===== src/source/mmuPkg.sv =====
package mmuPkg;

  // Address sizing
  localparam int vaWidth = 32;
  localparam int paWidth = 32;
  localparam int descWidth = 32;
  localparam int pageOffsetWidth = 12;
  localparam int sectionOffsetWidth = 20;
  localparam int tagWidth = vaWidth - pageOffsetWidth;
  localparam int frameWidth = paWidth - pageOffsetWidth;
  localparam int sectionTagWidth = vaWidth - sectionOffsetWidth;
  localparam int tableBaseWidth = 18;
  localparam int coarseBaseWidth = 22;

  // TLB sizing
  localparam int tlbEntries = 8;
  localparam int tlbIndexWidth = $clog2(tlbEntries);

  // Access permission, bit 1 user allowed, bit 0 write allowed
  localparam int apWidth = 2;
  // Small page AP0 field in the level-two word
  localparam int l2ApLsb = 4;

  // Descriptor type field, same place at both levels
  localparam logic [1:0] descFault = 2'd0;
  localparam logic [1:0] descCoarse = 2'd1;
  localparam logic [1:0] descSection = 2'd2;

  // Walker states
  localparam int walkStateWidth = 2;
  localparam logic [walkStateWidth-1:0] walkIdle = 2'd0;
  localparam logic [walkStateWidth-1:0] walkL1 = 2'd1;
  localparam logic [walkStateWidth-1:0] walkL2Req = 2'd2;
  localparam logic [walkStateWidth-1:0] walkL2 = 2'd3;

  localparam int faultCodeWidth = 4;

  typedef enum logic [faultCodeWidth-1:0] {
    sectionTranslation = 4'b0101,
    pageTranslation = 4'b0111,
    sectionPermission = 4'b1101,
    pagePermission = 4'b1111
  } faultCodeT;

  // Level-one descriptor word, read as section or coarse pointer
  typedef union packed {
    struct packed {
      logic [sectionTagWidth-1:0] base;
      logic [7:0] sbz;
      logic [apWidth-1:0] ap;
      logic [7:0] ignored;
      logic [1:0] kind;
    } section;
    struct packed {
      logic [coarseBaseWidth-1:0] base;
      logic [7:0] ignored;
      logic [1:0] kind;
    } coarse;
  } descriptorT;

endpackage


===== src/source/tlb.sv =====
`timescale 1ns/1ps

module tlb
  import mmuPkg::*;
(
  input  logic                  clk,
  input  logic                  rst,
  input  logic                  lookup,
  input  logic [vaWidth-1:0]    virtAddr,
  input  logic                  flush,
  input  logic                  fillValid,
  input  logic [tagWidth-1:0]   fillTag,
  input  logic                  fillSection,
  input  logic [frameWidth-1:0] fillPhysBase,
  input  logic [apWidth-1:0]    fillAp,
  output logic                  hit,
  output logic                  miss,
  output logic [frameWidth-1:0] hitPhysBase,
  output logic                  hitSection,
  output logic [apWidth-1:0]    hitAp
);

  // Entry storage
  logic [tlbEntries-1:0] entryValid;
  logic [tlbEntries-1:0] entrySection;
  logic [tagWidth-1:0] entryTag [tlbEntries];
  logic [frameWidth-1:0] entryPhysBase [tlbEntries];
  logic [apWidth-1:0] entryAp [tlbEntries];

  // Next slot to replace
  logic [tlbIndexWidth-1:0] fillPtr;

  logic [tlbEntries-1:0] match;
  logic [tlbIndexWidth-1:0] matchIdx;

  // Sections only compare the top 12 bits of the tag
  always_comb begin
    for (int i = 0; i < tlbEntries; i++) begin
      if (entrySection[i]) begin
        match[i] = entryValid[i] &&
          (entryTag[i][tagWidth-1 -: sectionTagWidth] == virtAddr[vaWidth-1 -: sectionTagWidth]);
      end else begin
        match[i] = entryValid[i] && (entryTag[i] == virtAddr[vaWidth-1 -: tagWidth]);
      end
    end
  end

  // Lowest matching slot wins
  always_comb begin
    matchIdx = '0;
    for (int i = tlbEntries - 1; i >= 0; i--) begin
      if (match[i]) begin
        matchIdx = tlbIndexWidth'(i);
      end
    end
  end

  // Lookup result is one cycle behind the request
  always_ff @(posedge clk) begin
    if (rst) begin
      hit <= 1'b0;
      miss <= 1'b0;
    end else begin
      hit <= lookup && (|match);
      miss <= lookup && !(|match);
    end
  end

  always_ff @(posedge clk) begin
    hitPhysBase <= entryPhysBase[matchIdx];
    hitSection <= entrySection[matchIdx];
    hitAp <= entryAp[matchIdx];
  end

  // Valid bits and round-robin pointer
  always_ff @(posedge clk) begin
    if (rst) begin
      entryValid <= '0;
      fillPtr <= '0;
    end else if (flush) begin
      entryValid <= '0;
    end else if (fillValid) begin
      entryValid[fillPtr] <= 1'b1;
      // Wraps after the last slot
      fillPtr <= fillPtr + 1'b1;
    end
  end

  always_ff @(posedge clk) begin
    if (fillValid) begin
      entryTag[fillPtr] <= fillTag;
      entrySection[fillPtr] <= fillSection;
      entryPhysBase[fillPtr] <= fillPhysBase;
      entryAp[fillPtr] <= fillAp;
    end
  end

endmodule


===== src/source/tableWalker.sv =====
`timescale 1ns/1ps

module tableWalker
  import mmuPkg::*;
(
  input  logic                      clk,
  input  logic                      rst,
  input  logic                      start,
  input  logic [vaWidth-1:0]        virtAddr,
  input  logic [tableBaseWidth-1:0] tableBase,
  input  logic                      memRsp,
  input  logic [descWidth-1:0]      memData,
  output logic                      memReq,
  output logic [paWidth-1:0]        memAddr,
  output logic                      fillValid,
  output logic [tagWidth-1:0]       fillTag,
  output logic                      fillSection,
  output logic [frameWidth-1:0]     fillPhysBase,
  output logic [apWidth-1:0]        fillAp,
  output logic                      walkDone,
  output logic                      walkFault,
  output faultCodeT                 walkFaultCode
);

  logic [walkStateWidth-1:0] state;
  logic [vaWidth-1:0] vaQ;
  logic [coarseBaseWidth-1:0] l2Base;
  descriptorT l1Desc;
  logic [1:0] l2Kind;

  // Same response word, read per level
  assign l1Desc = descriptorT'(memData);
  assign l2Kind = memData[1:0];

  // First read goes out in the miss cycle, second from its own state
  assign memReq = (state == walkIdle && start) || (state == walkL2Req);

  always_comb begin
    if (state == walkL2Req) begin
      // Coarse table base, index from bits 19:12
      memAddr = {l2Base, vaQ[sectionOffsetWidth-1:pageOffsetWidth], 2'b00};
    end else begin
      // Level-one table, index from bits 31:20
      memAddr = {tableBase, vaQ[vaWidth-1 -: sectionTagWidth], 2'b00};
    end
  end

  // TLB refill coincides with walkDone
  assign fillValid = walkDone;
  assign fillTag = vaQ[vaWidth-1 -: tagWidth];

  always_ff @(posedge clk) begin
    if (rst) begin
      state <= walkIdle;
      walkDone <= 1'b0;
      walkFault <= 1'b0;
    end else begin
      // Single-cycle strobes
      walkDone <= 1'b0;
      walkFault <= 1'b0;
      case (state)
        walkIdle: begin
          if (start) begin
            state <= walkL1;
          end
        end
        walkL1: begin
          if (memRsp) begin
            if (l1Desc.section.kind == descSection) begin
              walkDone <= 1'b1;
              state <= walkIdle;
            end else if (l1Desc.coarse.kind == descCoarse) begin
              state <= walkL2Req;
            end else begin
              // Fault type, fine tables are also treated as faults
              walkFault <= 1'b1;
              state <= walkIdle;
            end
          end
        end
        walkL2Req: begin
          state <= walkL2;
        end
        walkL2: begin
          if (memRsp) begin
            if (l2Kind == descFault) begin
              walkFault <= 1'b1;
            end else begin
              walkDone <= 1'b1;
            end
            state <= walkIdle;
          end
        end
        default: begin
          state <= walkIdle;
        end
      endcase
    end
  end

  always_ff @(posedge clk) begin
    // Miss strobe lags the request by a cycle, so keep the idle-time address
    if (state == walkIdle && !start) begin
      vaQ <= virtAddr;
    end
    if (state == walkL1 && memRsp) begin
      l2Base <= l1Desc.coarse.base;
      fillSection <= 1'b1;
      fillPhysBase <= {l1Desc.section.base, {(sectionOffsetWidth - pageOffsetWidth){1'b0}}};
      fillAp <= l1Desc.section.ap;
      walkFaultCode <= sectionTranslation;
    end
    if (state == walkL2 && memRsp) begin
      // Small page, AP0 applies to the whole page
      fillSection <= 1'b0;
      fillPhysBase <= memData[descWidth-1 -: frameWidth];
      fillAp <= memData[l2ApLsb +: apWidth];
      walkFaultCode <= pageTranslation;
    end
  end

endmodule


===== src/source/faultUnit.sv =====
`timescale 1ns/1ps

module faultUnit
  import mmuPkg::*;
(
  input  logic                      clk,
  input  logic                      rst,
  input  logic                      reqValid,
  input  logic                      enable,
  input  logic [vaWidth-1:0]        virtAddr,
  input  logic                      write,
  input  logic                      user,
  input  logic                      tlbHit,
  input  logic [frameWidth-1:0]     hitPhysBase,
  input  logic                      hitSection,
  input  logic [apWidth-1:0]        hitAp,
  input  logic                      walkDone,
  input  logic                      walkFault,
  input  faultCodeT                 walkFaultCode,
  input  logic                      walkSection,
  input  logic [frameWidth-1:0]     walkPhysBase,
  input  logic [apWidth-1:0]        walkAp,
  output logic                      done,
  output logic [paWidth-1:0]        physAddr,
  output logic                      faultValid,
  output logic [faultCodeWidth-1:0] faultCode,
  output logic [vaWidth-1:0]        faultAddr,
  output logic                      busy
);

  logic [vaWidth-1:0] vaQ;
  logic writeQ;
  logic userQ;
  logic enableQ;
  logic entryReady;
  logic entrySection;
  logic permOk;
  logic [frameWidth-1:0] entryPhysBase;
  logic [apWidth-1:0] entryAp;
  faultCodeT codeNow;
  logic [faultCodeWidth-1:0] faultCodeQ;
  logic [vaWidth-1:0] faultAddrQ;

  // Entry comes from the TLB or the finished walk
  assign entryReady = tlbHit || walkDone;
  assign entrySection = tlbHit ? hitSection : walkSection;
  assign entryPhysBase = tlbHit ? hitPhysBase : walkPhysBase;
  assign entryAp = tlbHit ? hitAp : walkAp;

  // User needs bit 1, write needs bit 0
  assign permOk = (!userQ || entryAp[1]) && (!writeQ || entryAp[0]);

  // Walker translation faults come first
  assign codeNow = walkFault ? walkFaultCode :
                   (entrySection ? sectionPermission : pagePermission);

  // MMU off bypasses translation and checks
  assign done = busy && (!enableQ || (entryReady && permOk));
  assign faultValid = busy && enableQ && (walkFault || (entryReady && !permOk));

  always_comb begin
    if (!enableQ) begin
      physAddr = vaQ;
    end else if (entrySection) begin
      physAddr = {entryPhysBase[frameWidth-1 -: sectionTagWidth], vaQ[sectionOffsetWidth-1:0]};
    end else begin
      physAddr = {entryPhysBase, vaQ[pageOffsetWidth-1:0]};
    end
  end

  // Status visible during the strobe, then held
  assign faultCode = faultValid ? codeNow : faultCodeQ;
  assign faultAddr = faultValid ? vaQ : faultAddrQ;

  always_ff @(posedge clk) begin
    if (rst) begin
      busy <= 1'b0;
    end else if (reqValid && !busy) begin
      busy <= 1'b1;
    end else if (done || faultValid) begin
      busy <= 1'b0;
    end
  end

  // Request attributes
  always_ff @(posedge clk) begin
    if (reqValid && !busy) begin
      vaQ <= virtAddr;
      writeQ <= write;
      userQ <= user;
      enableQ <= enable;
    end
  end

  always_ff @(posedge clk) begin
    if (rst) begin
      faultCodeQ <= '0;
      faultAddrQ <= '0;
    end else if (faultValid) begin
      faultCodeQ <= codeNow;
      faultAddrQ <= vaQ;
    end
  end

endmodule


===== src/source/mmu.sv =====
`timescale 1ns/1ps

module mmu
  import mmuPkg::*;
(
  input  logic                      clk,
  input  logic                      rst,
  input  logic                      reqValid,
  input  logic [vaWidth-1:0]        virtAddr,
  input  logic                      write,
  input  logic                      user,
  input  logic                      enable,
  input  logic [tableBaseWidth-1:0] tableBase,
  input  logic                      flush,
  output logic                      done,
  output logic [paWidth-1:0]        physAddr,
  output logic                      faultValid,
  output logic [faultCodeWidth-1:0] faultCode,
  output logic [vaWidth-1:0]        faultAddr,
  output logic                      busy,
  output logic                      memReq,
  output logic [paWidth-1:0]        memAddr,
  input  logic                      memRsp,
  input  logic [descWidth-1:0]      memData
);

  logic tlbHit;
  logic tlbMiss;
  logic [frameWidth-1:0] hitPhysBase;
  logic hitSection;
  logic [apWidth-1:0] hitAp;
  logic fillValid;
  logic [tagWidth-1:0] fillTag;
  logic fillSection;
  logic [frameWidth-1:0] fillPhysBase;
  logic [apWidth-1:0] fillAp;
  logic walkDone;
  logic walkFault;
  faultCodeT walkFaultCode;

  // Only accepted, translated requests look up the TLB
  wire lookup = reqValid && enable && !busy;
  // Flush waits for an idle MMU
  wire tlbFlush = flush && !busy;

  tlb tlb0 (
    .clk(clk), .rst(rst), .lookup(lookup), .virtAddr(virtAddr), .flush(tlbFlush),
    .fillValid(fillValid), .fillTag(fillTag), .fillSection(fillSection),
    .fillPhysBase(fillPhysBase), .fillAp(fillAp),
    .hit(tlbHit), .miss(tlbMiss), .hitPhysBase(hitPhysBase), .hitSection(hitSection),
    .hitAp(hitAp)
  );

  tableWalker walker0 (
    .clk(clk), .rst(rst), .start(tlbMiss), .virtAddr(virtAddr), .tableBase(tableBase),
    .memRsp(memRsp), .memData(memData), .memReq(memReq), .memAddr(memAddr),
    .fillValid(fillValid), .fillTag(fillTag), .fillSection(fillSection),
    .fillPhysBase(fillPhysBase), .fillAp(fillAp),
    .walkDone(walkDone), .walkFault(walkFault), .walkFaultCode(walkFaultCode)
  );

  faultUnit fault0 (
    .clk(clk), .rst(rst), .reqValid(reqValid), .enable(enable), .virtAddr(virtAddr),
    .write(write), .user(user), .tlbHit(tlbHit), .hitPhysBase(hitPhysBase),
    .hitSection(hitSection), .hitAp(hitAp), .walkDone(walkDone), .walkFault(walkFault),
    .walkFaultCode(walkFaultCode), .walkSection(fillSection), .walkPhysBase(fillPhysBase),
    .walkAp(fillAp), .done(done), .physAddr(physAddr), .faultValid(faultValid),
    .faultCode(faultCode), .faultAddr(faultAddr), .busy(busy)
  );

endmodule


===== config.mk =====
export PLATFORM = sky130hd
export DESIGN_NAME = mmu
export DESIGN_NICKNAME = d
export VERILOG_FILES = /design/src/source/mmuPkg.sv /design/src/source/tlb.sv /design/src/source/tableWalker.sv /design/src/source/faultUnit.sv /design/src/source/mmu.sv
export SDC_FILE = /design/constraint.sdc
export NUM_CORES = 1
export LEC_CHECK = 0
export ABC_AREA = 1
export BUFFER_PORTS_ARGS = -buffer_cell sky130_fd_sc_hd__clkbuf_2
export CORE_ASPECT_RATIO = 0.9
export CORE_UTILIZATION = 42
export CTS_BUF_LIST = sky130_fd_sc_hd__clkbuf_2
export DETAILED_ROUTE_END_ITERATION = 6
export RECOVER_POWER = 100
export SLEW_MARGIN = 15
export SYNTH_ARGS = -nofsm -noshare
export SYNTH_HDL_FRONTEND = slang
export SYNTH_SLANG_ARGS = --single-unit

===== constraint.sdc =====
create_clock -name clk -period 3.2 [get_ports clk]
set_clock_uncertainty 0.05 [all_clocks]
set_input_delay 0.48 -clock clk [delete_from_list [all_inputs] [get_ports clk]]
set_output_delay 0.48 -clock clk [all_outputs]
set_load 0.03 [all_outputs]

==> results of run 1 <==
## worst register-to-register path: cells and delay by family, from the launching register on
kind	cells	cell delay [ps]
buf+inv	20	2480
flops	1	400
simple gates	6	440
compound gates	2	200
## path summary, 6_finish.rpt
check / from / endpoint / cells past startpoint
hold reg to reg: tlb0.entryValid[3] / tlb0.entryValid[3] / 2
hold / removal: reqValid / tlb0.miss / 6
setup / recovery: tlb0.hit / faultAddr[19] / 14
setup reg to reg: tlb0.hit / fault0.faultAddrQ[16] / 28
## per-layer routing
layer	GRT usage [%]	vias up
li1	-	8610
met1	35.7	9000
met2	40.9	940
met3	6.37	158
met4	9.54	0
met5	0	-
## cell families after synthesis
logic type / synth area share (%)
compound gates: 2.79
xor+xnor: 2.53
fa+ha+maj: 0.160
buf+inv: 7.23
flops: 63.3
mux: 1.48
other cells: 0.0159
simple gates: 22.5
## registers in the layout, summed over array words and instances (netlist names), 4 cells and up, named ones only
signal and flops:
fault0.faultCodeQ 4, tlb0.hitPhysBase 20, tlb0.entryValid 8, tlb0.entryAp 16
walker0.fillPhysBase 20, fault0.faultAddrQ 32, walker0.l2Base 22, tlb0.entryPhysBase 160
fault0.vaQ 32, tlb0.entryTag 160, tlb0.entrySection 8, walker0.vaQ 20
## synth_stat cells, types with 11 or more instances
master	count	area, um2
a31oi_1	12	75.1
buf_2	22	110
buf_4	36	270
clkbuf_1	31	116
dfxtp_1	79	1580
edfxtp_1	443	13300
inv_1	272	1020
inv_2	13	48.8
mux2_2	30	338
nand2_1	489	1840
nand3_1	143	716
nand3_2	11	110
nand3b_1	96	721
nand4_1	45	282
nor2_1	210	788
nor3_1	28	140
nor4_1	19	119
o21ai_0	62	310
or2_2	58	363
xnor2_1	58	508
## timing repair
action,4_1_cts,5_1_grt
gates resized for setup,221,165
hold buffers,129,0
buffers inserted,46,21
hold endpoints to repair,222,0
cloned,3,2
pin swaps,5,10
endpoints found under the setup margin,88,89
## metrics by stage
stage / setup TNS, ps / total power, mW / util (%) / std cells / instance area, um2
CTS: -36540 / 13.6 / 53.8 / 3601 / 29500
global placement: 0 / 8.65 / 46.9 / 3177 / 25700
global route: -36530 / 14.1 / 54.4 / 3618 / 29800
floorplan: 0 / 8.21 / - / 2252 / 23500
finish: -20150 / 13.5 / 54.4 / 3618 / 29800
detailed placement: 0 / 8.65 / 46.9 / 3177 / 25700
## power groups by stage
stage / registers, mW / clock network, mW / logic (mW)
final: 7.61 / 4.78 / 1.14
after global routing: 7.62 / 5.26 / 1.20
after CTS: 7.60 / 4.87 / 1.12
after detailed placement: 7.75 / 0 / 0.900
after global placement: 7.75 / 0 / 0.895
after floorplan: 7.69 / 0 / 0.523
## cell usage in the layout (no fill, tap or decap), types with 14 or more instances in the layout
master,instances
buf_12,20
buf_4,82
buf_6,25
buf_8,51
clkbuf_1,47
clkbuf_2,314
clkinv_1,24
dfxtp_1,77
dlygate4sd3_1,129
edfxtp_1,443
inv_1,243
inv_2,45
mux2_2,26
nand2_1,479
nand3_1,141
nand3b_1,96
nand4_1,45
nor2_1,200
nor3_1,28
nor4_1,19
o21ai_0,30
o21ai_2,14
o21ai_4,19
or2_2,40
or2_4,19
xnor2_1,58
## area by class of cell
| cell class | instances | area (um2) | area share (%) |
|---|---|---|---|
| inverters | 286 | 1080 | 3.63 |
| clock inverters | 32 | 174 | 0.583 |
| diodes | 4 | 10.0 | 0.0336 |
| clock buffers | 215 | 1080 | 3.61 |
| repair buffers | 468 | 4230 | 14.2 |
| multi-input cells | 1344 | 7420 | 24.9 |
| well taps | 747 | 935 | 3.13 |
| flip-flops and latches | 522 | 14900 | 49.9 |
==> metrics.md, run 1 <==
| Metric | Value |
|---|---|
| Die Ht | 227 um |
| Yosys warnings | 0 |
| Worst Tran Pin Value | 1900 ps |
| CP max FO | 9 |
| Final hold violations | 0 |
| Share of power burned in registers | 56.2% |
| Highest metal used | met4 |
| Hold/Removal Path Class | in -> reg |
| CTS H-tree depth | 4 |
| Maximum root-to-sink buffer count | 3 |
| Combinational Power Share | 8.4% |
| Max Slew Vio Count | 22 |
| Via count | 18,700 |
| Worst Setup Path Type | reg -> out |
| Post-synth EDFFs | 443 |
| PortBufs | 185 |
| Final min period | 3790 ps |
| Antenna violations before repair | 2 |
| Largest delay share family, worst path | buffers and inverters |
| Clk Latency, worst-skew pair | 1350 ps |
| Sequential area share after synthesis | 63.3% |
| Root buffer selected by CTS | clkbuf_2 |
| Worst slack at placement | 49.9 ps |
| DRC Markers | 0 |
| Setup ws final | -587 ps |
| GR Util All Layers | 26.3% |
| Worst setup EP type | output port |
| Drt pass-1 iters | 5 |
| M1 WL | 32.3 mm |
| Starting density of the core | 42.9% |
| Crit start category | register |
| Top_reg_cell synth | edfxtp_1 |
| CTS tree | done |
| Leakage power | 12.6 nW |
| Mean Syn Cell Area | 10.4 um2 |
| Fraction of registers with async set/reset | 0% |
| 1st-iter DRT viols | 1,727 |
| Pwr Density | 454 nW/um2 |
| Hold_ws | 220 ps |
| Die area | 57,000 um2 |
| Clock Power Share | 35.4% |
| Synth Instances | 2,251 |
| Switch share | 27.3% |
| Post-Route WL | 75.2 mm |
| GRT Residual Overflow | 0 |
| Boundary Pins | 194 |
| Share of layout cells above drive strength 1 | 25.5% |
| Worst path cell trace | buf_6 > nand2_2 > nand3_2 > nand2_4 > o21ai_2 > nand2_2 > nand2_4 > clkinvlp_4 > buf_6 > buf_4 > or2_2 > o21ai_2 > inv_2 > buf_8 |
| Number of global-route vias before repair | 18,100 |
| CTS clk-pin slew, worst paths | 110 ps |
| Filler cells | 4,748 |
| Met2 Wirelength | 34.6 mm |
| Detailed Place HPWL | 44.9 mm |
| Reg2Reg Setup Slack | -420 ps |
| Final Cycle Share | 118% |
| Fmax achieved | 264 MHz |
| Crit path largest cell delay | 400 ps |
| Final #Nets | 2,852 |
| Peak VDD IR | 0.309 mV |
| Largest net degree at the start of global routing | 66 |
| Req. time, crit path | 2670 ps |
| Yosys cell types | 48 |
| WL per Instance | 20.8 um |
| Num CTS Buffers | 137 |
| Max-Slew Margin vs Limit | -26.9% |
| WP data arrival | 3260 ps |
| Met3 wire length | 6.38 mm |
| Flops & latches, synth | 522 |
| Area growth syn-to-layout | 26.8% |
| Synthesized cell area | 23,500 um2 |
| Routability Congestion | 0.884 |
| CTS sink count | 522 |
| Core Region | 54,800 um2 |
| Switching power | 3.70 mW |
| Cell row count | 81 |
| Setup violators final | 56 |
| Post-route ant nets | 0 |
| DR vias/cell | 5.17 |
| DIE WIDTH | 251 um |
| Slowest-stage cell, CP | dfxtp_4 |
| Int Power | 9.83 mW |
| Status | finished with violations |
| Max Cap Viol | 1 |
| Failing checks | capacitance limit, slew limit, setup timing |
| RSZ-0062 raised after global routing | yes |
| First-pass GRT wire length | 109 mm |
| Buf/Inv on CP | 6 |
Power figures use the tool's default switching activity.
==> inputs of run 2 (changes only) <==
Settings changed: CORE_ASPECT_RATIO 0.9 to not set, SKIP_CTS_REPAIR_TIMING set to 1.
==> run 2 against run 1 <==
  * The run ends with setup timing left
  * Global-route usage is 2.2 points lower
  * Setup slack improved by 150 ps
  * First-iteration DRC count decreased by 9.0%
  * Utilization is 1.5 points lower
  * Register-to-register slack better by 880 ps
  * Worst hold slack lost 130 ps
  * Clock-buffer cell count shrank 9
  * Clock power up 2%
  * Critical path type unchanged
==> metrics.md, run 2 (same netlist as run 1, synthesis figures left out) <==
| Metric | Value |
|---|---|
| Placed Area | 25,700 um2 (-0.24%) |
| Req. time, crit path | 2670 ps (about the same) |
| Via count | 18,300 (-2.4%) |
| Drt pass-1 iters | 5 (unchanged) |
| GR Util All Layers | 24.1% (-2.2 points) |
| Hold_ws | 93.5 ps (-126 ps) |
| Most frequent cells in the layout | 484 x nand2_1, 443 x edfxtp_1, 286 x clkbuf_2 |
| Worst slack at placement | 125 ps (+75.2 ps) |
| Area growth syn-to-layout | 24.2% |
| Final hold violations | 0 (unchanged) |
| Die area | 57,000 um2 (about the same) |
| DRC Markers | 0 (unchanged) |
| Placed cells | 3,163 (-0.44%) |
| Root buffer selected by CTS | clkbuf_2 |
| Post-route ant nets | 0 (unchanged) |
| Crit start category | register |
| Pwr Density | 465 nW/um2 (+2.5%) |
| DR vias/cell | 5.13 (-0.81%) |
| Filler cells | 4,847 (+2.1%) |
| Setup ws final | -442 ps (+146 ps) |
| CTS clk-pin slew, worst paths | 120 ps (about the same) |
| Worst setup EP type | output port |
| Max-Slew Margin vs Limit | 19.6% (+46 points) |
| Seq. cell area | 14,900 um2 (about the same) |
| Number of global-route vias before repair | 17,100 (-5.8%) |
| Final #Nets | 2,786 (-2.3%) |
| Post-route setup TNS | -15,970 ps (+4190 ps) |
| Detailed Place HPWL | 44.3 mm (-1.2%) |
| CTS sink count | 522 (unchanged) |
| Max Slew Vio Count | 0 (-100%) |
| Final instance area | 29,200 um2 (-2.1%) |
| Post-Route WL | 71.6 mm (-4.8%) |
| DIE WIDTH | 239 um (-5.1%) |
| Failing checks | setup timing |
| Max Cap Viol | 0 (-1) |
| Peak VDD IR | 0.370 mV (+20%) |
| Leakage power | 12.3 nW (-2.2%) |
| Worst Tran Pin Value | 1210 ps (-697 ps) |
| Clk Latency, worst-skew pair | 1330 ps (-20 ps) |
| Die Ht | 239 um (+5.4%) |
| PortBufs | 185 (unchanged) |
| Layout Cells excl Fill | 3,559 (-1.6%) |
| Final Cycle Share | 114% (-4.6 points) |
| Setup violators final | 47 (-16%) |
| Routability Congestion | 0.925 (+4.6%) |
| 1st-iter DRT viols | 1,572 (-9.0%) |
| Starting density of the core | 42.6% (-0.29 points) |
| GRT Residual Overflow | 0 (unchanged) |
| WP data arrival | 3110 ps (-150 ps) |
| Boundary Pins | 194 (unchanged) |
| Cell row count | 86 (+6.2%) |
| WL per Instance | 20.1 um (-3.2%) |
| CP max FO | 8 (-1) |
| Final min period | 3640 ps (-146 ps) |
| CTS tree | done |
| RSZ-0062 raised after global routing | yes |
| Leading cell type in the layout, fill and taps excluded | nand2_1 |
| Num CTS Buffers | 137 (unchanged) |
| Worst Setup Path Type | reg -> out |
| Share of layout cells above drive strength 1 | 24.1% (-1.4 points) |
| Hold/Removal Path Class | in -> reg |
| Biggest regs | tlb0.entryPhysBase (160), tlb0.entryTag (160) |
| Fmax achieved | 275 MHz (+4.0%) |
| CTS H-tree depth | 4 (unchanged) |
| Maximum root-to-sink buffer count | 3 (unchanged) |
| Area of the multi-input gates | 7380 um2 (-0.46%) |
| Status | finished with violations |
| First-pass GRT wire length | 100 mm (-7.8%) |
| Core Region | 55,200 um2 (+0.68%) |
| Largest net degree at the start of global routing | 54 (-18%) |
| Antenna violations before repair | 4 (+2) |
run 2: cell types whose count changed in the layout (fill, tap and decap cells not counted), sizes merged:
cell / before / now
diode: 4 / 7
clkinv: 25 / 34
dlygate4sd3: 129 / 112
bufinv: 2 / 4
inv: 290 / 289
buf: 181 / 170
and2: 4 / 5
clkinvlp: 1 / 3
clkbuf: 373 / 325
run 2: path summary, 6_finish.rpt:
| kind | from | endpoint | slack, ps | cells after the start |
|---|---|---|---|---|
| worst min-delay path | memData[10] | walker0.fillAp[0] | 90 | 4 |
| worst max register to register | tlb0.entryTag[4][1] | tlb0.hitPhysBase[14] | 460 | 17 |
| worst max-delay path | tlb0.hit | faultAddr[30] | -440 | 14 |
| worst min register to register | fault0.faultCodeQ[0] | fault0.faultCodeQ[0] | 410 | 2 |
run 2: routing by layer:
layer  vias up  track usage, %  share of wire [%]
li1       8517               -                  -
met1      8829            31.6                 42
met2       744            37.7                 47
met3       159            6.58                7.4
met4         4            9.95                3.5
met5         -               0              0.032
run 2: critical path, cell delays in order, from the launching register on:
cell and delay (ps):
dfxtp_4 410, buf_8 120, nand2_1 60, nand3_2 80, nand2_4 70, o21ai_2 70, nand2_2 80, nand2_4 110
inv_6 60, buf_6 140, or2_4 220, o21ai_2 60, buf_6 140, inv_2 40, buf_6 130
run 2: layout make-up:
| type | count | area share, % |
|---|---|---|
| Clock inverter | 44 | 0.994 |
| Sequential cell | 522 | 51.0 |
| Timing Repair Buffer | 401 | 12.2 |
| Antenna cell | 7 | 0.0600 |
| Clock buffer | 206 | 3.53 |
| Inverter | 286 | 3.70 |
| Multi-Input combinational cell | 1345 | 25.3 |
| Tap cell | 748 | 3.21 |
run 2: report_power, final:
part / internal [mW] / switching, mW
sequential: 7.47 / 0.167
combinational: 0.412 / 0.652
clock: 2.05 / 2.84
run 2: through the flow:
step	util, %	total power, mW
2_1_floorplan	-	8.21
3_3_place_gp	46.5	8.63
3_5_place_dp	46.5	8.64
4_1_cts	48.9	13.5
5_1_grt	52.9	14.1
6_report	52.9	13.6
